[config.mk]
export PLATFORM = sky130hd
export DESIGN_NAME = window_capture_flat
export DESIGN_NICKNAME = d
export VERILOG_FILES = /design/src/capture_pkg.sv /design/src/window_if.sv /design/src/window_capture.sv /design/src/flat_wrapper.sv
export SDC_FILE = /design/constraint.sdc
export NUM_CORES = 1
export LEC_CHECK = 0
export ABC_AREA = 1
export BUFFER_PORTS_ARGS = -buffer_cell sky130_fd_sc_hd__buf_4
export CAP_MARGIN = 20
export CORE_MARGIN = 4
export CORE_UTILIZATION = 48
export CTS_CLUSTER_SIZE = 40
export DETAILED_ROUTE_END_ITERATION = 8
export PLACE_DENSITY = 0.71
export SLEW_MARGIN = 20
export SYNTH_ARGS = -nofsm -noshare
export SYNTH_HDL_FRONTEND = slang
export SYNTH_SLANG_ARGS = --single-unit
export TNS_END_PERCENT = 1
[constraint.sdc]
create_clock -name ADA_DCO -period 2 [get_ports ADA_DCO]
set_clock_uncertainty 0.1 [all_clocks]
set_input_delay 0.1 -clock ADA_DCO [delete_from_list [all_inputs] [get_ports ADA_DCO]]
set_output_delay 0.1 -clock ADA_DCO [all_outputs]
set_load 0.01 [all_outputs]
[src/capture_pkg.sv]
`default_nettype none

package capture_pkg;

    ////////////////////////////////////////
    // converter and memory word geometry
    ////////////////////////////////////////
    localparam int ADC_WIDTH  = 14;                 // one converter code
    localparam int HALF_WIDTH = 16;                 // one channel field in a word
    localparam int WORD_WIDTH = 2 * HALF_WIDTH;     // chan b high, chan a low

    // window shape
    localparam int PRE_SAMPLES      = 4;            // history kept ahead of the trigger
    localparam int POST_SAMPLES     = 28;           // trigger sample counts here
    localparam int WINDOW_WORDS     = PRE_SAMPLES + POST_SAMPLES;
    localparam int NUM_WINDOWS      = 10;           // ring slots
    localparam int SLOT_WIDTH       = $clog2(NUM_WINDOWS);
    localparam int WORD_INDEX_WIDTH = $clog2(WINDOW_WORDS);

    ////////////////////////////////////////
    // timebase
    ////////////////////////////////////////
    localparam int TIME_WIDTH  = 26;
    localparam int TIME_WRAP   = 49_999_999;        // one second of 50 MHz ticks
    localparam int PULSE_WIDTH = 32;

    // trigger threshold
    // codes at or above NEG_BOUND are negative readings
    localparam int NEG_BOUND     = 8192;
    localparam int CODE_SPAN     = 16384;           // 2**ADC_WIDTH
    localparam int TRIGGER_DEPTH = 5400;            // magnitude must exceed this

    typedef logic [ADC_WIDTH-1:0]   adc_code_t;
    typedef logic [TIME_WIDTH-1:0]  time_t;
    typedef logic [PULSE_WIDTH-1:0] pulse_num_t;

    // one stored word, seen raw by the ring and as two channels by capture
    typedef union packed {
        logic [WORD_WIDTH-1:0] raw;
        struct packed {
            logic [HALF_WIDTH-1:0] b;               // high half
            logic [HALF_WIDTH-1:0] a;               // low half
        } ch;
    } sample_word_u;

endpackage

`default_nettype wire

[src/window_if.sv]
`timescale 1ns/1ns
`default_nettype none

// capture stage to ring, one word per cycle with no stall
interface window_if;
    import capture_pkg::*;

    logic                        word_valid;      // single-cycle strobe per word
    logic [WORD_INDEX_WIDTH-1:0] word_index;      // 0 .. 31 back to back
    sample_word_u                word;
    time_t                       win_time;        // stable for the whole window
    pulse_num_t                  win_pulse_num;   // stable for the whole window
    logic                        ring_full;       // holds off new triggers

    modport source (
        output word_valid,
        output word_index,
        output word,
        output win_time,
        output win_pulse_num,
        input  ring_full
    );

    modport sink (
        input  word_valid,
        input  word_index,
        input  word,
        input  win_time,
        input  win_pulse_num,
        output ring_full
    );

endinterface

`default_nettype wire

[src/window_capture.sv]
`timescale 1ns/1ns
`default_nettype none

module window_capture (
    input  wire                         ADA_DCO,
    input  wire                         hps_fpga_reset_n,
    input  wire capture_pkg::adc_code_t ada_d,
    input  wire capture_pkg::adc_code_t adb_d,
    input  wire capture_pkg::time_t     timestamp,
    window_if.source                    win
);
    import capture_pkg::*;

    adc_code_t          a_reg;                      // registered channel a
    adc_code_t          b_reg;                      // registered channel b
    sample_word_u       cur_word;
    sample_word_u       delay_line [PRE_SAMPLES];
    logic [ADC_WIDTH:0] neg_mag;                    // magnitude of a negative code
    logic               is_deep;
    logic               armed;
    logic               trigger;
    logic               last_word;

    ////////////////////////////////////////
    // input registers and packing
    ////////////////////////////////////////
    always_ff @(posedge ADA_DCO or negedge hps_fpga_reset_n)
    begin
        if (~hps_fpga_reset_n)
        begin
            a_reg <= '0;
            b_reg <= '0;
        end
        else
        begin
            a_reg <= ada_d;
            b_reg <= adb_d;
        end
    end

    // zero-extend each code into its half
    always_comb
    begin
        cur_word.ch.a = {{(HALF_WIDTH-ADC_WIDTH){1'b0}}, a_reg};
        cur_word.ch.b = {{(HALF_WIDTH-ADC_WIDTH){1'b0}}, b_reg};
    end

    // pre-trigger history
    // slot 0 holds the previous sample, the last slot the oldest
    always_ff @(posedge ADA_DCO or negedge hps_fpga_reset_n)
    begin
        if (~hps_fpga_reset_n)
        begin
            for (int i = 0; i < PRE_SAMPLES; i++)
            begin
                delay_line[i] <= '0;
            end
        end
        else
        begin
            delay_line[0] <= cur_word;
            for (int i = 1; i < PRE_SAMPLES; i++)
            begin
                delay_line[i] <= delay_line[i-1];
            end
        end
    end

    ////////////////////////////////////////
    // trigger decision
    ////////////////////////////////////////
    assign neg_mag = (ADC_WIDTH+1)'(CODE_SPAN) - {1'b0, a_reg};

    assign is_deep = (a_reg >= ADC_WIDTH'(NEG_BOUND))
                  && (neg_mag > (ADC_WIDTH+1)'(TRIGGER_DEPTH));

    assign last_word = win.word_valid
                    && (win.word_index == WORD_INDEX_WIDTH'(WINDOW_WORDS - 1));

    assign trigger = armed && ~win.ring_full && is_deep;   // ring_full checked live

    // window sequencing
    always_ff @(posedge ADA_DCO or negedge hps_fpga_reset_n)
    begin
        if (~hps_fpga_reset_n)
        begin
            armed             <= 1'b0;
            win.word_valid    <= 1'b0;
            win.word_index    <= '0;
            win.win_pulse_num <= '0;
        end
        else
        begin
            // rearm once the last word goes out and the ring has room
            armed <= ~trigger & ~win.ring_full & (~win.word_valid | last_word);

            if (trigger)
            begin
                win.word_valid    <= 1'b1;
                win.word_index    <= '0;
                win.win_pulse_num <= win.win_pulse_num + 1'b1;  // first pulse is 1
            end
            else if (win.word_valid)
            begin
                win.word_valid <= ~last_word;
                win.word_index <= win.word_index + 1'b1;       // wraps to 0 after 31
            end
        end
    end

    // word j leaves as the sample from trigger minus PRE_SAMPLES plus j
    always_ff @(posedge ADA_DCO)
    begin
        win.word <= delay_line[PRE_SAMPLES-1];
        if (trigger)
        begin
            win.win_time <= timestamp;            // time of the trigger sample
        end
    end

    // words of one window come on consecutive cycles
    window_words_in_order: assert property (@(posedge ADA_DCO) disable iff (~hps_fpga_reset_n)
        win.word_valid |-> (win.word_index < WINDOW_WORDS)
                           && (win.word_index == '0 || $past(win.word_valid)));

endmodule

`default_nettype wire

[src/flat_wrapper.sv]
// flat-port wrapper written by rule: the top's interface ports become plain ports
module window_capture_flat import capture_pkg::*;
  (ADA_DCO, hps_fpga_reset_n, ada_d, adb_d, timestamp, win_word_valid, win_word_index, win_word, win_win_time, win_win_pulse_num, win_ring_full);
  window_if win_i ();
  input  wire ADA_DCO;
  input  wire hps_fpga_reset_n;
  input  wire capture_pkg::adc_code_t ada_d;
  input  wire capture_pkg::adc_code_t adb_d;
  input  wire capture_pkg::time_t timestamp;
  output wire logic [$bits(win_i.word_valid)-1:0] win_word_valid;
  output wire logic [$bits(win_i.word_index)-1:0] win_word_index;
  output wire logic [$bits(win_i.word)-1:0] win_word;
  output wire logic [$bits(win_i.win_time)-1:0] win_win_time;
  output wire logic [$bits(win_i.win_pulse_num)-1:0] win_win_pulse_num;
  input wire logic [$bits(win_i.ring_full)-1:0] win_ring_full;
  assign win_word_valid = win_i.word_valid;
  assign win_word_index = win_i.word_index;
  assign win_word = win_i.word;
  assign win_win_time = win_i.win_time;
  assign win_win_pulse_num = win_i.win_pulse_num;
  assign win_i.ring_full = win_ring_full;
  window_capture u_core (.ADA_DCO(ADA_DCO), .hps_fpga_reset_n(hps_fpga_reset_n), .ada_d(ada_d), .adb_d(adb_d), .timestamp(timestamp), .win(win_i));
endmodule
==> run_results.csv <==
group,metric,value,unit
final_layout,final_common_cell,"sky130_fd_sc_hd__dfrtp_1",
floorplan,ios,153,
worst_setup_path,cp_data_required_time,2.32,ns
floorplan,fp.coreArea,0.0152,mm2
final_layout,postLayoutCellArea,0.0102,mm2
final_layout,final_nets,847,
floorplan,placementRows,45,
sta,min_period_over_period,88.6,%
final_layout,register_ranked_first_by_flip_flop_count,"u_core.delay_line",
worst_hold_path,timing.hold.worst.class,"input pin to asynchronous set/reset pin",
worst_setup_path,r2r-end,"u_core.armed",
yosys,synth.yosys.warnings,0,
yosys,synth_seq_area_share,78.0,%
floorplan,die_w,133,um
global_routing,antenna_found_initial,0,
yosys,post_synth_instance_area,0.00746,mm2
floorplan,fp.dieArea,0.0176,mm2
yosys,synth.ff_latch_count,233,
drt,route.detailed.drc,0,
final_layout,area_growth_syn_to_layout,36.5,%
placement,portBuffers,148,
drt,total_routed_wirelength,15.1,mm
worst_setup_path,worst_ep_arrival_time,2.10,ns
power_and_ir_drop,report.power.total,10.5,mW
clocking,cts.root.buffer_cell,"sky130_fd_sc_hd__clkbuf_16",
worst_setup_path,timing.critical_path.to_type,"flop",
final_layout,largestRegisters,"u_core.delay_line x112, u_core.win.win_pulse_num x32, u_core.win.word x28",
sta,fin_setup_tns,0,ns
clocking,max-clock-path-buffers,3,
worst_setup_path,worstRegToRegCells,10,
yosys,synthDominantCellAreaShare,60.0,%
yosys,synth_area_leader_cell,"sky130_fd_sc_hd__dfrtp_1",
floorplan,dieHeight,133,um
clocking,clk_pin_slew_worst_paths,0.06,ns
power_and_ir_drop,worst_ir_drop_vdd,0.713,mV
flow_run,max_cap_viol_count,0,
drt,route.vias.total,4661,
yosys,ys_async_sr_fraction,76.8,%
worst_setup_path,worstSetupStartpointType,"flop",
yosys,netlist-cell-type-count,31,
status,outcome,"finished clean",
yosys,synth_flop_cell,"sky130_fd_sc_hd__dfrtp_1",
clocking,cts.sink_count,233,
yosys,syn-instance-count,560,
global_routing,globalRouteOverflowTotal,0,
sta,finalWorstPathRequiredPeriod,1.77,ns
yosys,synthTopCellsByArea,"sky130_fd_sc_hd__dfrtp_1 60%, sky130_fd_sc_hd__edfxtp_1 10%, sky130_fd_sc_hd__dfxtp_1 7.5%",
yosys,avgSynthCellArea,13.3,um2
placement,place_congestion,0.889,
sta,timing.hold.ws,0.0767,ns
drt,wl_per_cell,15.2,um
placement,placed_cells_incl_taps,894,
sta,final-setup-viol-count,0,
worst_setup_path,regToRegStartpoint,"u_core.a_reg[6]",
worst_setup_path,crit_type,"flop to flop",
global_routing,via_count_of_the_first_global_routing_pass,4978,
clocking,clock_latency,0.51,ns
clocking,tritoncts,"done",
power_and_ir_drop,pwr_cell_area,1030,mW/mm2
final_layout,final_cell_mix,"179 x sky130_fd_sc_hd__dfrtp_1, 153 x sky130_fd_sc_hd__buf_4, 139 x sky130_fd_sc_hd__nand2_1, 56 x sky130_fd_sc_hd__dlygate4sd3_1, 47 x sky130_fd_sc_hd__nor2_1",
drt,drt.antenna.violating_nets,0,
final_layout,antennaDiodeCount,0,
final_layout,finalNonFillerCells,992,
worst_setup_path,ff2ff_setup_slack,0.23,ns
drt,drt_first_iter_violations,223,
worst_setup_path,path_max_fanout,33,
sta,finalHoldViolCount,0,
global_routing,grt_first_pass_wirelength,25.1,mm
placement,dp.final_hpwl,9.79,mm
placement,placement_cell_area,0.00884,mm2
sta,pins_over_slew_limit,0,
global_routing,grt.total_usage,17.6,%
drt,dr.pass1.iters,5,
yosys,synth_enable_flop_cells,26,
power_and_ir_drop,leakagePower,4.82,nW
floorplan,floorplan.initialDensity,49.1,%
clocking,htree_levels,1,
clocking,cts_buffers,23,
final_layout,largest_reg_flops,112,
final_layout,drive_gt1_share,27.0,%
worst_setup_path,crit_start,"u_core.a_reg[6]",
global_routing,grt_max_degree,68,
sta,setup_repair_after_global_routing_missed_its_margin,"false",
drt,routed_via_density,4.70,
sta,clock.fmax,564,MHz
-- worst max path at each step --
| stage | end | slack, ns | cells after the start |
|---|---|---|---|
| after CTS | u_core.armed | 0.08 | 10 |
| after global placement | u_core.armed | 0.24 | 10 |
| after floorplan | u_core.win.win_time[0] | 0.1 | 8 |
| after global routing | u_core.armed | 0.02 | 10 |
| final | u_core.armed | 0.23 | 10 |
| after detailed placement | u_core.armed | 0.17 | 10 |
-- routing by layer --
layer	global-route usage [%]	part of all wire [%]	wire length, um
met1	21.4	41	6130
met4	4.85	1.9	279
met5	0	0	0
met2	32.5	53	8050
met3	3.04	4.0	610
-- per-stage QoR --
stage          utilization (%)  setup slack, ns
6_report                  67.0            0.228
5_1_grt                   67.0           0.0176
4_1_cts                   67.0           0.0828
3_5_place_dp              58.2            0.167
3_3_place_gp              58.2            0.241
2_1_floorplan                -           0.0999
-- cell usage after synthesis, types with 2 or more instances --
cell / n
sky130_fd_sc_hd__nor2_2: 6
sky130_fd_sc_hd__nand3_1: 38
sky130_fd_sc_hd__dfrtp_1: 179
sky130_fd_sc_hd__inv_1: 16
sky130_fd_sc_hd__nor3_1: 4
sky130_fd_sc_hd__mux2i_1: 2
sky130_fd_sc_hd__buf_2: 4
sky130_fd_sc_hd__nor2_4: 3
sky130_fd_sc_hd__nor3_2: 2
sky130_fd_sc_hd__nand2_1: 139
sky130_fd_sc_hd__edfxtp_1: 26
sky130_fd_sc_hd__inv_2: 3
sky130_fd_sc_hd__nand4_1: 4
sky130_fd_sc_hd__nand2_4: 4
sky130_fd_sc_hd__ha_1: 3
sky130_fd_sc_hd__buf_4: 7
sky130_fd_sc_hd__xor2_1: 15
sky130_fd_sc_hd__nand2_2: 4
sky130_fd_sc_hd__clkbuf_1: 2
sky130_fd_sc_hd__nor2_1: 47
sky130_fd_sc_hd__nand3b_1: 4
sky130_fd_sc_hd__xnor2_1: 12
sky130_fd_sc_hd__dfxtp_1: 28
-- layout make-up --
| cell class | count | area [um2] |
|---|---|---|
| tap | 188 | 235 |
| timing repair buffer | 213 | 1770 |
| inverter | 19 | 75.1 |
| clock buffer | 33 | 633 |
| clock inverter | 9 | 145 |
| fill | 1103 | 5020 |
| multi-input combinational | 297 | 1500 |
| sequential | 233 | 5820 |
-- worst max-delay path: stages (launching register included) --
cell and delay, ns:
sky130_fd_sc_hd__dfrtp_1 0.40, sky130_fd_sc_hd__nor2_1 0.12, sky130_fd_sc_hd__nand2_1 0.08, sky130_fd_sc_hd__nor3_2 0.21
sky130_fd_sc_hd__nor2_1 0.06, sky130_fd_sc_hd__nand2_1 0.07, sky130_fd_sc_hd__nand2_2 0.07, sky130_fd_sc_hd__nand2_4 0.08
sky130_fd_sc_hd__buf_6 0.25, sky130_fd_sc_hd__nand2_1 0.12, sky130_fd_sc_hd__nor2_1 0.12
-- where the power goes --
group	switching (mW)	internal, mW
clock	1.71	2.62
sequential	0.176	5.07
combinational	0.438	0.461
-- timing repair --
| item | CTS | global route |
|---|---|---|
| buffers inserted | 0 | 0 |
| gates resized for setup | 0 | 1 |
| hold endpoints to repair | 200 | 0 |
| setup endpoints to repair | 0 | 1 |
| hold buffers | 56 | 0 |
-- cell families (layout without fill, tap and decap cells) --
| kind of cell | after synthesis | in the layout | synth area share, % |
|---|---|---|---|
| buf+inv | 33 | 274 | 2.13 |
| compound gates | 2 | 2 | 0.168 |
| xor+xnor | 27 | 27 | 3.17 |
| fa+ha+maj | 3 | 3 | 0.503 |
| mux | 2 | 2 | 0.268 |
| flops | 233 | 233 | 78.0 |
| simple gates | 259 | 259 | 15.7 |
| other cells | 1 | 4 | 0.0502 |
Power figures use the tool's default switching activity.
