### src/capture_pkg.sv
`default_nettype none

package capture_pkg;

    ////////////////////////////////////////
    // converter and memory word geometry
    ////////////////////////////////////////
    localparam int ADC_WIDTH  = 14;                 // one converter code
    localparam int HALF_WIDTH = 16;                 // one channel field in a word
    localparam int WORD_WIDTH = 2 * HALF_WIDTH;     // chan b high, chan a low

    // window shape
    localparam int PRE_SAMPLES      = 4;            // history kept ahead of the trigger
    localparam int POST_SAMPLES     = 28;           // trigger sample counts here
    localparam int WINDOW_WORDS     = PRE_SAMPLES + POST_SAMPLES;
    localparam int NUM_WINDOWS      = 10;           // ring slots
    localparam int SLOT_WIDTH       = $clog2(NUM_WINDOWS);
    localparam int WORD_INDEX_WIDTH = $clog2(WINDOW_WORDS);

    ////////////////////////////////////////
    // timebase
    ////////////////////////////////////////
    localparam int TIME_WIDTH  = 26;
    localparam int TIME_WRAP   = 49_999_999;        // one second of 50 MHz ticks
    localparam int PULSE_WIDTH = 32;

    // trigger threshold
    // codes at or above NEG_BOUND are negative readings
    localparam int NEG_BOUND     = 8192;
    localparam int CODE_SPAN     = 16384;           // 2**ADC_WIDTH
    localparam int TRIGGER_DEPTH = 5400;            // magnitude must exceed this

    typedef logic [ADC_WIDTH-1:0]   adc_code_t;
    typedef logic [TIME_WIDTH-1:0]  time_t;
    typedef logic [PULSE_WIDTH-1:0] pulse_num_t;

    // one stored word, seen raw by the ring and as two channels by capture
    typedef union packed {
        logic [WORD_WIDTH-1:0] raw;
        struct packed {
            logic [HALF_WIDTH-1:0] b;               // high half
            logic [HALF_WIDTH-1:0] a;               // low half
        } ch;
    } sample_word_u;

endpackage

`default_nettype wire

### src/pps_timebase.sv
`timescale 1ns/1ns
`default_nettype none

module pps_timebase (
    input  wire                     ADA_DCO,
    input  wire                     hps_fpga_reset_n,
    input  wire                     pps,
    output capture_pkg::time_t      timestamp,
    output capture_pkg::pulse_num_t pps_count,
    output capture_pkg::time_t      pps_time
);
    import capture_pkg::*;

    logic pps_s1;     // first sync flop
    logic pps_s2;     // second sync flop
    logic pps_s3;     // previous synced level
    logic pps_rise;

    ////////////////////////////////////////
    // free-running timestamp
    ////////////////////////////////////////
    always_ff @(posedge ADA_DCO or negedge hps_fpga_reset_n)
    begin
        if (~hps_fpga_reset_n)
        begin
            timestamp <= '0;
        end
        else if (timestamp == TIME_WIDTH'(TIME_WRAP))
        begin
            timestamp <= '0;                      // wrap once per second
        end
        else
        begin
            timestamp <= timestamp + 1'b1;
        end
    end

    ////////////////////////////////////////
    // pps sync and edge
    ////////////////////////////////////////
    always_ff @(posedge ADA_DCO or negedge hps_fpga_reset_n)
    begin
        if (~hps_fpga_reset_n)
        begin
            pps_s1 <= 1'b0;
            pps_s2 <= 1'b0;
            pps_s3 <= 1'b0;
        end
        else
        begin
            pps_s1 <= pps;                        // async input
            pps_s2 <= pps_s1;
            pps_s3 <= pps_s2;
        end
    end

    assign pps_rise = pps_s2 & ~pps_s3;

    // count and stamp, third edge after pps goes high
    always_ff @(posedge ADA_DCO or negedge hps_fpga_reset_n)
    begin
        if (~hps_fpga_reset_n)
        begin
            pps_count <= '0;
            pps_time  <= '0;
        end
        else if (pps_rise)
        begin
            pps_count <= pps_count + 1'b1;
            pps_time  <= timestamp;
        end
    end

    timestamp_in_range: assert property (@(posedge ADA_DCO) disable iff (~hps_fpga_reset_n)
        timestamp <= TIME_WIDTH'(TIME_WRAP));

endmodule

`default_nettype wire

### config.mk
export PLATFORM = sky130hd
export DESIGN_NAME = pps_timebase
export DESIGN_NICKNAME = d
export VERILOG_FILES = /design/src/capture_pkg.sv /design/src/pps_timebase.sv
export SDC_FILE = /design/constraint.sdc
export NUM_CORES = 1
export LEC_CHECK = 0
export BUFFER_PORTS_ARGS = -buffer_cell sky130_fd_sc_hd__buf_2
export CAP_MARGIN = 20
export CORE_MARGIN = 2
export CORE_UTILIZATION = 52
export CTS_CLUSTER_DIAMETER = 80
export DETAILED_ROUTE_END_ITERATION = 7
export PLACE_DENSITY = 0.85
export SLEW_MARGIN = 0
export SYNTH_ARGS = -nofsm -noshare
export SYNTH_HDL_FRONTEND = slang
export SYNTH_SLANG_ARGS = --single-unit
### constraint.sdc
create_clock -name ADA_DCO -period 2.2 [get_ports ADA_DCO]
set_input_delay 0.33 -clock ADA_DCO [delete_from_list [all_inputs] [get_ports ADA_DCO]]
set_output_delay 0.33 -clock ADA_DCO [all_outputs]
set_load 0.02 [all_outputs]
==> results of run 1 <==
cells in the final DEF, fill, tap and decap left out, types with 2 or more instances in the layout:
| cell type | Yosys | layout |
|---|---|---|
| and3_1 | 9 | 9 |
| nor2_1 | 15 | 15 |
| nand2b_1 | 2 | 2 |
| nand4_1 | 24 | 24 |
| a21oi_1 | 9 | 9 |
| o21ai_0 | 3 | 3 |
| clkbuf_8 | 0 | 9 |
| dfrtp_1 | 87 | 87 |
| buf_2 | 3 | 85 |
| ha_1 | 3 | 3 |
| or4_1 | 7 | 6 |
| nor3_1 | 5 | 5 |
| nor4_1 | 5 | 5 |
| inv_6 | 0 | 2 |
| buf_4 | 0 | 19 |
| clkinv_2 | 0 | 2 |
| nor3_2 | 2 | 2 |
| and4_1 | 2 | 2 |
| nand3_2 | 2 | 2 |
| xor2_1 | 10 | 10 |
| nand2_1 | 99 | 99 |
| or3_2 | 2 | 2 |
| nand3_1 | 23 | 23 |
| bufinv_16 | 0 | 2 |
| o31ai_1 | 6 | 6 |
| inv_1 | 2 | 2 |
| and2_1 | 4 | 4 |
| xnor2_1 | 36 | 36 |
power breakdown:
| part | internal (W) | switching, W |
|---|---|---|
| Clock | 0.000644 | 0.000584 |
| Combinational | 0.0000877 | 0.000173 |
| Sequential | 0.00165 | 0.0000749 |
Yosys cell counts, types with 3 or more instances:
master / n
or4_1: 7
and3_1: 9
o21ai_0: 3
o31ai_1: 6
a21oi_1: 9
nand3_1: 23
xor2_1: 10
nand2_1: 99
clkbuf_1: 13
xnor2_1: 36
nor3_1: 5
ha_1: 3
nor2_1: 15
nor4_1: 5
dfrtp_1: 87
buf_2: 3
nand4_1: 24
and2_1: 4
final timing paths:
kind	startpoint	end	slack, ns	cells past startpoint
worst max-delay path	timestamp[3]	timestamp[23]	0.20	4
worst min-delay path	pps	pps_s1	0.09	1
worst max register to register	timestamp[3]	timestamp[23]	0.20	4
worst min register to register	pps_s1	pps_s2	0.35	0
max in group asynchronous	hps_fpga_reset_n	pps_count[24]	1.00	3
min in group asynchronous	hps_fpga_reset_n	pps_count[4]	0.47	2
flip-flops by register name (all words and copies together) (netlist names):
name and count:
pps_count 32, pps_s1 1, pps_s2 1, pps_s3 1, pps_time 26, timestamp 26
final cells by class:
type                            instances  area (µm²)  share of cell area, %
Tap cell                               99         124                   2.64
Multi-Input combinational cell        275        1580                   33.7
Timing Repair Buffer                  105         578                   12.3
Inverter                                2        7.51                  0.160
Clock inverter                          7        95.1                   2.03
Clock buffer                            9         124                   2.64
Sequential cell                        87        2180                   46.5
timing repair:
action                                 4_1_cts  5_1_grt
hold buffers                                 1        0
endpoints found under the hold margin       34        0
setup endpoints to repair                    0        2
resized for setup                            0        1
per-stage QoR:
stage,std cells,util [%],power [W],setup slack (ns)
5_1_grt,584,65.3,0.00336,0.0892
2_1_floorplan,381,-,0.00190,0.0933
6_report,584,65.3,0.00322,0.200
3_5_place_dp,567,62.0,0.00202,0.145
4_1_cts,584,65.2,0.00324,0.105
3_3_place_gp,567,62.0,0.00201,0.206
kinds of logic (layout without fill, tap and decap cells):
family          after synthesis  count (layout)  synth area share [%]
simple gates                208             208                  26.8
flops                        87              87                  56.8
xor+xnor                     46              46                  10.5
buf+inv                      19             123                  2.15
compound gates               18              18                  2.74
fa+ha+maj                     3               3                 0.980
routing by layer:
layer,vias to the layer above,part of all wire (%),global-route usage (%),wire length [µm]
li1,1499,-,-,-
met1,1512,43,31.3,3840
met2,122,48,37.6,4210
met3,12,7.5,5.70,662
met4,0,1.2,5.51,109
met5,-,0,0,0
worst max-delay path, delay by kind of cell (launching register included):
family / cells / cell delay, ns
AO/OA/AOI/OAI: 1 / 0.17
flip-flops: 1 / 0.47
AND/OR/NAND/NOR: 3 / 1.29
==> flow_metrics.env, run 1 <==
export IMPL_ys_types=31
export IMPL_ys_top_cells_by_area="dfrtp_1 57%, nand2_1 9.7%, xnor2_1 8.2%"
export IMPL_start_kind="flop"
export IMPL_fin_skew_ns=0.00988
export IMPL_min_path_type="in -> reg"
export IMPL_drive_gt1_share_pct=26.6
export IMPL_rows=31
export IMPL_status="finished clean"
export IMPL_n_antenna_cell=0
export IMPL_avgSynthCellArea_um2=10.1
export IMPL_postRouteAntennaNets=0
export IMPL_cts_sinks=87
export IMPL_end_kind="flop"
export IMPL_path_clk_slew_ns=0.09
export IMPL_nFillCells=567
export IMPL_critPathMaxFanout=9
export IMPL_die_w_um=89.9
export IMPL_drv_cap=0
export IMPL_clock_latency_ns=0.36
export IMPL_cp_slowest_cell="or4_4"
export IMPL_finalMaxSlewViolations=0
export IMPL_critical_path_required_ns=2.48
export IMPL_period_needed_ns=2.00
export IMPL_gr_total_overflow=0
export IMPL_grt_max_degree=37
export IMPL_grt_pass1_vias=3061
export IMPL_maxSlewHeadroom_pct=64.9
export IMPL_first_pass_iters=4
export IMPL_core_um2=7180
export IMPL_yosysWarnings=0
export IMPL_clk_path_buf_depth=2
export IMPL_drt_wl_total_um=8820
export IMPL_grt_usage_pct=23.0
export IMPL_vias=3145
export IMPL_syn2layout_area_growth_pct=22.2
export IMPL_crit_chain="nand3_2, or4_4, or4_1, a21oi_1"
export IMPL_grt_pass1_wl_um=15000
export IMPL_tns_ns=0
export IMPL_die_h_um=89.9
export IMPL_die_area_um2=8070
export IMPL_arrival_ns=2.28
export IMPL_syn_num_nets=387
export IMPL_tightest_slew_ns=0.525
export IMPL_placed_area_um2=4450
export IMPL_ioPinCount=87
export IMPL_place_hpwl_um=6260
export IMPL_timing_hold_ws_ns=0.0853
export IMPL_cpPeakStageDelay_ns=0.62
export IMPL_leakage_nw=2.40
export IMPL_ys_ff_latch=87
export IMPL_rsz0062_at_grt="false"
export IMPL_postCtsSetupRepairBufs=0
export IMPL_yosys_area_top_type="dfrtp_1"
export IMPL_synth_edf_count=0
export IMPL_synthArstFlopShare_pct=100
export IMPL_fin_area_um2=4680
export IMPL_synth_area_um2=3830
export IMPL_crit_type="reg -> reg"
export IMPL_gp_congestion=0.859
export IMPL_io_buffers=86
export IMPL_drc=0
export IMPL_h_tree_depth=3
export IMPL_finalHoldViolCount=0
export IMPL_numCtsBuffers=9
export IMPL_ir_drop_uv=539
export IMPL_synthCells=381
export IMPL_cts_root_buf="clkbuf_8"
export IMPL_antenna_found_initial=0
export IMPL_drt_initial_drc_count=188
export IMPL_setup_viol=0
export IMPL_synth_top_flop_cell="dfrtp_1"
export IMPL_initial_utilization_pct=53.4
export IMPL_post_route_period_util_pct=90.9
export IMPL_nNetsFinal=486
export IMPL_power_density_nw_per_um2=687
export IMPL_yosys_area_top_type_share_pct=56.8
export IMPL_max_freq_mhz=500
export IMPL_routedWlPerCell_um=15.1
export IMPL_viasPerCell=5.39
export IMPL_tritoncts="yes"
export IMPL_yosysSeqAreaShare_pct=56.8
Note: power is estimated with default switching activity, not from simulation.
==> run 2: changes to the inputs <==
--- a/config.mk
+++ b/config.mk
@@ -12,7 +12,8 @@
 export CTS_CLUSTER_DIAMETER = 80
 export DETAILED_ROUTE_END_ITERATION = 7
 export PLACE_DENSITY = 0.85
-export SLEW_MARGIN = 0
+export REMOVE_ABC_BUFFERS = 1
+export SLEW_MARGIN = 10
 export SYNTH_ARGS = -nofsm -noshare
 export SYNTH_HDL_FRONTEND = slang
 export SYNTH_SLANG_ARGS = --single-unit
==> flow_metrics.env, run 2 (synthesis results as in run 1) <==
export IMPL_power_density_nw_per_um2=699
export IMPL_h_tree_depth=3
export IMPL_vias=3207
export IMPL_max_freq_mhz=495
export IMPL_antenna_found_initial=0
export IMPL_crit_type="reg -> reg"
export IMPL_die_area_um2=8070
export IMPL_die_w_um=89.9
export IMPL_largest_register_ffs=32
export IMPL_finalHoldViolCount=0
export IMPL_die_h_um=89.9
export IMPL_p_seq_share_pct=52.3
export IMPL_min_path_type="in -> reg"
export IMPL_finalMaxSlewViolations=0
export IMPL_ir_drop_uv=384
export IMPL_status="finished clean"
export IMPL_clk_path_buf_depth=2
export IMPL_n_antenna_cell=0
export IMPL_cp_num_buf_inv=0
export IMPL_regArea_um2=2180
export IMPL_p_int_w=0.00250
export IMPL_crit_chain="nand3_2, or4_4, or4_1, a21oi_1"
export IMPL_ioPinCount=87
export IMPL_viasPerCell=5.50
export IMPL_path_clk_slew_ns=0.08
export IMPL_dpl_cell_count=566
export IMPL_postCtsSetupRepairBufs=0
export IMPL_cts_root_buf="clkbuf_8"
export IMPL_top_layer_used="met4"
export IMPL_numCtsBuffers=9
export IMPL_rrSetupSlack_ns=0.18
export IMPL_rows=31
export IMPL_gp_congestion=0.864
export IMPL_post_route_period_util_pct=91.8
export IMPL_final_cells=583
export IMPL_routedWlPerCell_um=15.2
export IMPL_setup_viol=0
export IMPL_top_register="pps_count"
export IMPL_leakage_nw=2.41
export IMPL_mostFrequentLayoutCell="nand2_1"
export IMPL_clkPwrFrac_pct=39.6
export IMPL_place_hpwl_um=6300
export IMPL_clock_latency_ns=0.35
export IMPL_comb_power_share_pct=8.0
export IMPL_fin_area_um2=4710
export IMPL_drc=0
export IMPL_nFillCells=580
export IMPL_placed_area_um2=4460
export IMPL_p_switching_w=0.000790
export IMPL_tightest_slew_ns=0.612
export IMPL_period_needed_ns=2.02
export IMPL_total_power_w=0.00329
export IMPL_arrival_ns=2.29
export IMPL_fin_skew_ns=0.00827
export IMPL_grt_pass1_wl_um=15200
export IMPL_reg_top3="pps_count x32, pps_time x26, timestamp x26"
export IMPL_drt_initial_drc_count=168
export IMPL_nNetsFinal=485
export IMPL_start_kind="flop"
export IMPL_syn2layout_area_growth_pct=22.8
export IMPL_netSwitchingFraction_pct=24.0
export IMPL_initial_utilization_pct=53.4
export IMPL_wl_met2_um=4400
export IMPL_end_kind="flop"
export IMPL_cts_sinks=87
export IMPL_first_pass_iters=4
export IMPL_gr_total_overflow=0
export IMPL_critPathMaxFanout=9
export IMPL_drt_wl_total_um=8860
export IMPL_postRouteAntennaNets=0
export IMPL_io_buffers=86
export IMPL_path_delay_family="simple AND/OR/NAND/NOR gates"
export IMPL_drive_gt1_share_pct=26.2
export IMPL_fin_ws_ns=0.181
export IMPL_cp_slowest_cell="or4_4"
export IMPL_cpPeakStageDelay_ns=0.61
export IMPL_grt_max_degree=56
export IMPL_grt_pass1_vias=3167
export IMPL_grt_usage_pct=23.3
export IMPL_tritoncts="yes"
export IMPL_wl_met1_um=3700
export IMPL_critical_path_required_ns=2.47
export IMPL_met3_length_um=610
export IMPL_mostFrequentLayoutCells="99 x nand2_1, 87 x dfrtp_1, 85 x buf_2"
export IMPL_place_ws_ns=0.108
export IMPL_multi_input_area_um2=1580
export IMPL_core_um2=7180
export IMPL_drv_cap=0
export IMPL_maxSlewHeadroom_pct=59.0
export IMPL_rsz0062_at_grt="false"
-- run 2: area by class of cell --
type | instances | share of cell area [%]
well taps | 99 | 2.63
clock buffers | 10 | 2.71
clock inverters | 6 | 2.31
inverters | 2 | 0.159
multi-input cells | 275 | 33.5
flip-flops and latches | 87 | 46.3
repair buffers | 104 | 12.4
-- run 2: stage by stage --
stage | hold WS, ns | utilization (%) | setup TNS (ns)
floorplan | 0.0344 | - | -0.0293
global placement | 0.295 | 62.1 | 0
detailed placement | 0.298 | 62.1 | 0
CTS | 0.0671 | 65.5 | 0
global route | 0.0646 | 65.6 | 0
finish | 0.0890 | 65.6 | 0
-- run 2: power by group through the flow --
stage | Sequential [W] | Clock (W) | Combinational, W
after floorplan | 0.00181 | 0 | 0.0000795
after global placement | 0.00175 | 0 | 0.000262
after detailed placement | 0.00175 | 0 | 0.000270
after CTS | 0.00172 | 0.00134 | 0.000272
after global routing | 0.00173 | 0.00141 | 0.000295
final | 0.00172 | 0.00130 | 0.000264
-- run 2: final timing paths --
check	from	to	cells after the start
min in group asynchronous	hps_fpga_reset_n	pps_count[12]	2
worst max-delay path	timestamp[6]	timestamp[23]	4
worst min-delay path	pps	pps_s1	1
max in group asynchronous	hps_fpga_reset_n	timestamp[0]	3
worst min register to register	pps_s1	pps_s2	0
worst max register to register	timestamp[6]	timestamp[23]	4
-- run 2: repair_timing --
item | 4_1_cts | 5_1_grt
hold endpoints to repair | 32 | 0
resized for setup | 0 | 1
hold buffers | 1 | 0
endpoints found under the setup margin | 0 | 2
-- run 2: worst register-to-register path: cells and delay by family (launching register included) --
kind            cells  cell delay, ns
compound gates      1            0.15
flops               1            0.50
simple gates        3            1.30
-- run 2: routing by layer --
layer / GRT usage, % / vias to the layer above
met5: 0 / -
met4: 7.82 / 0
met3: 6.37 / 18
met2: 39.0 / 144
met1: 29.5 / 1547
li1: - / 1498
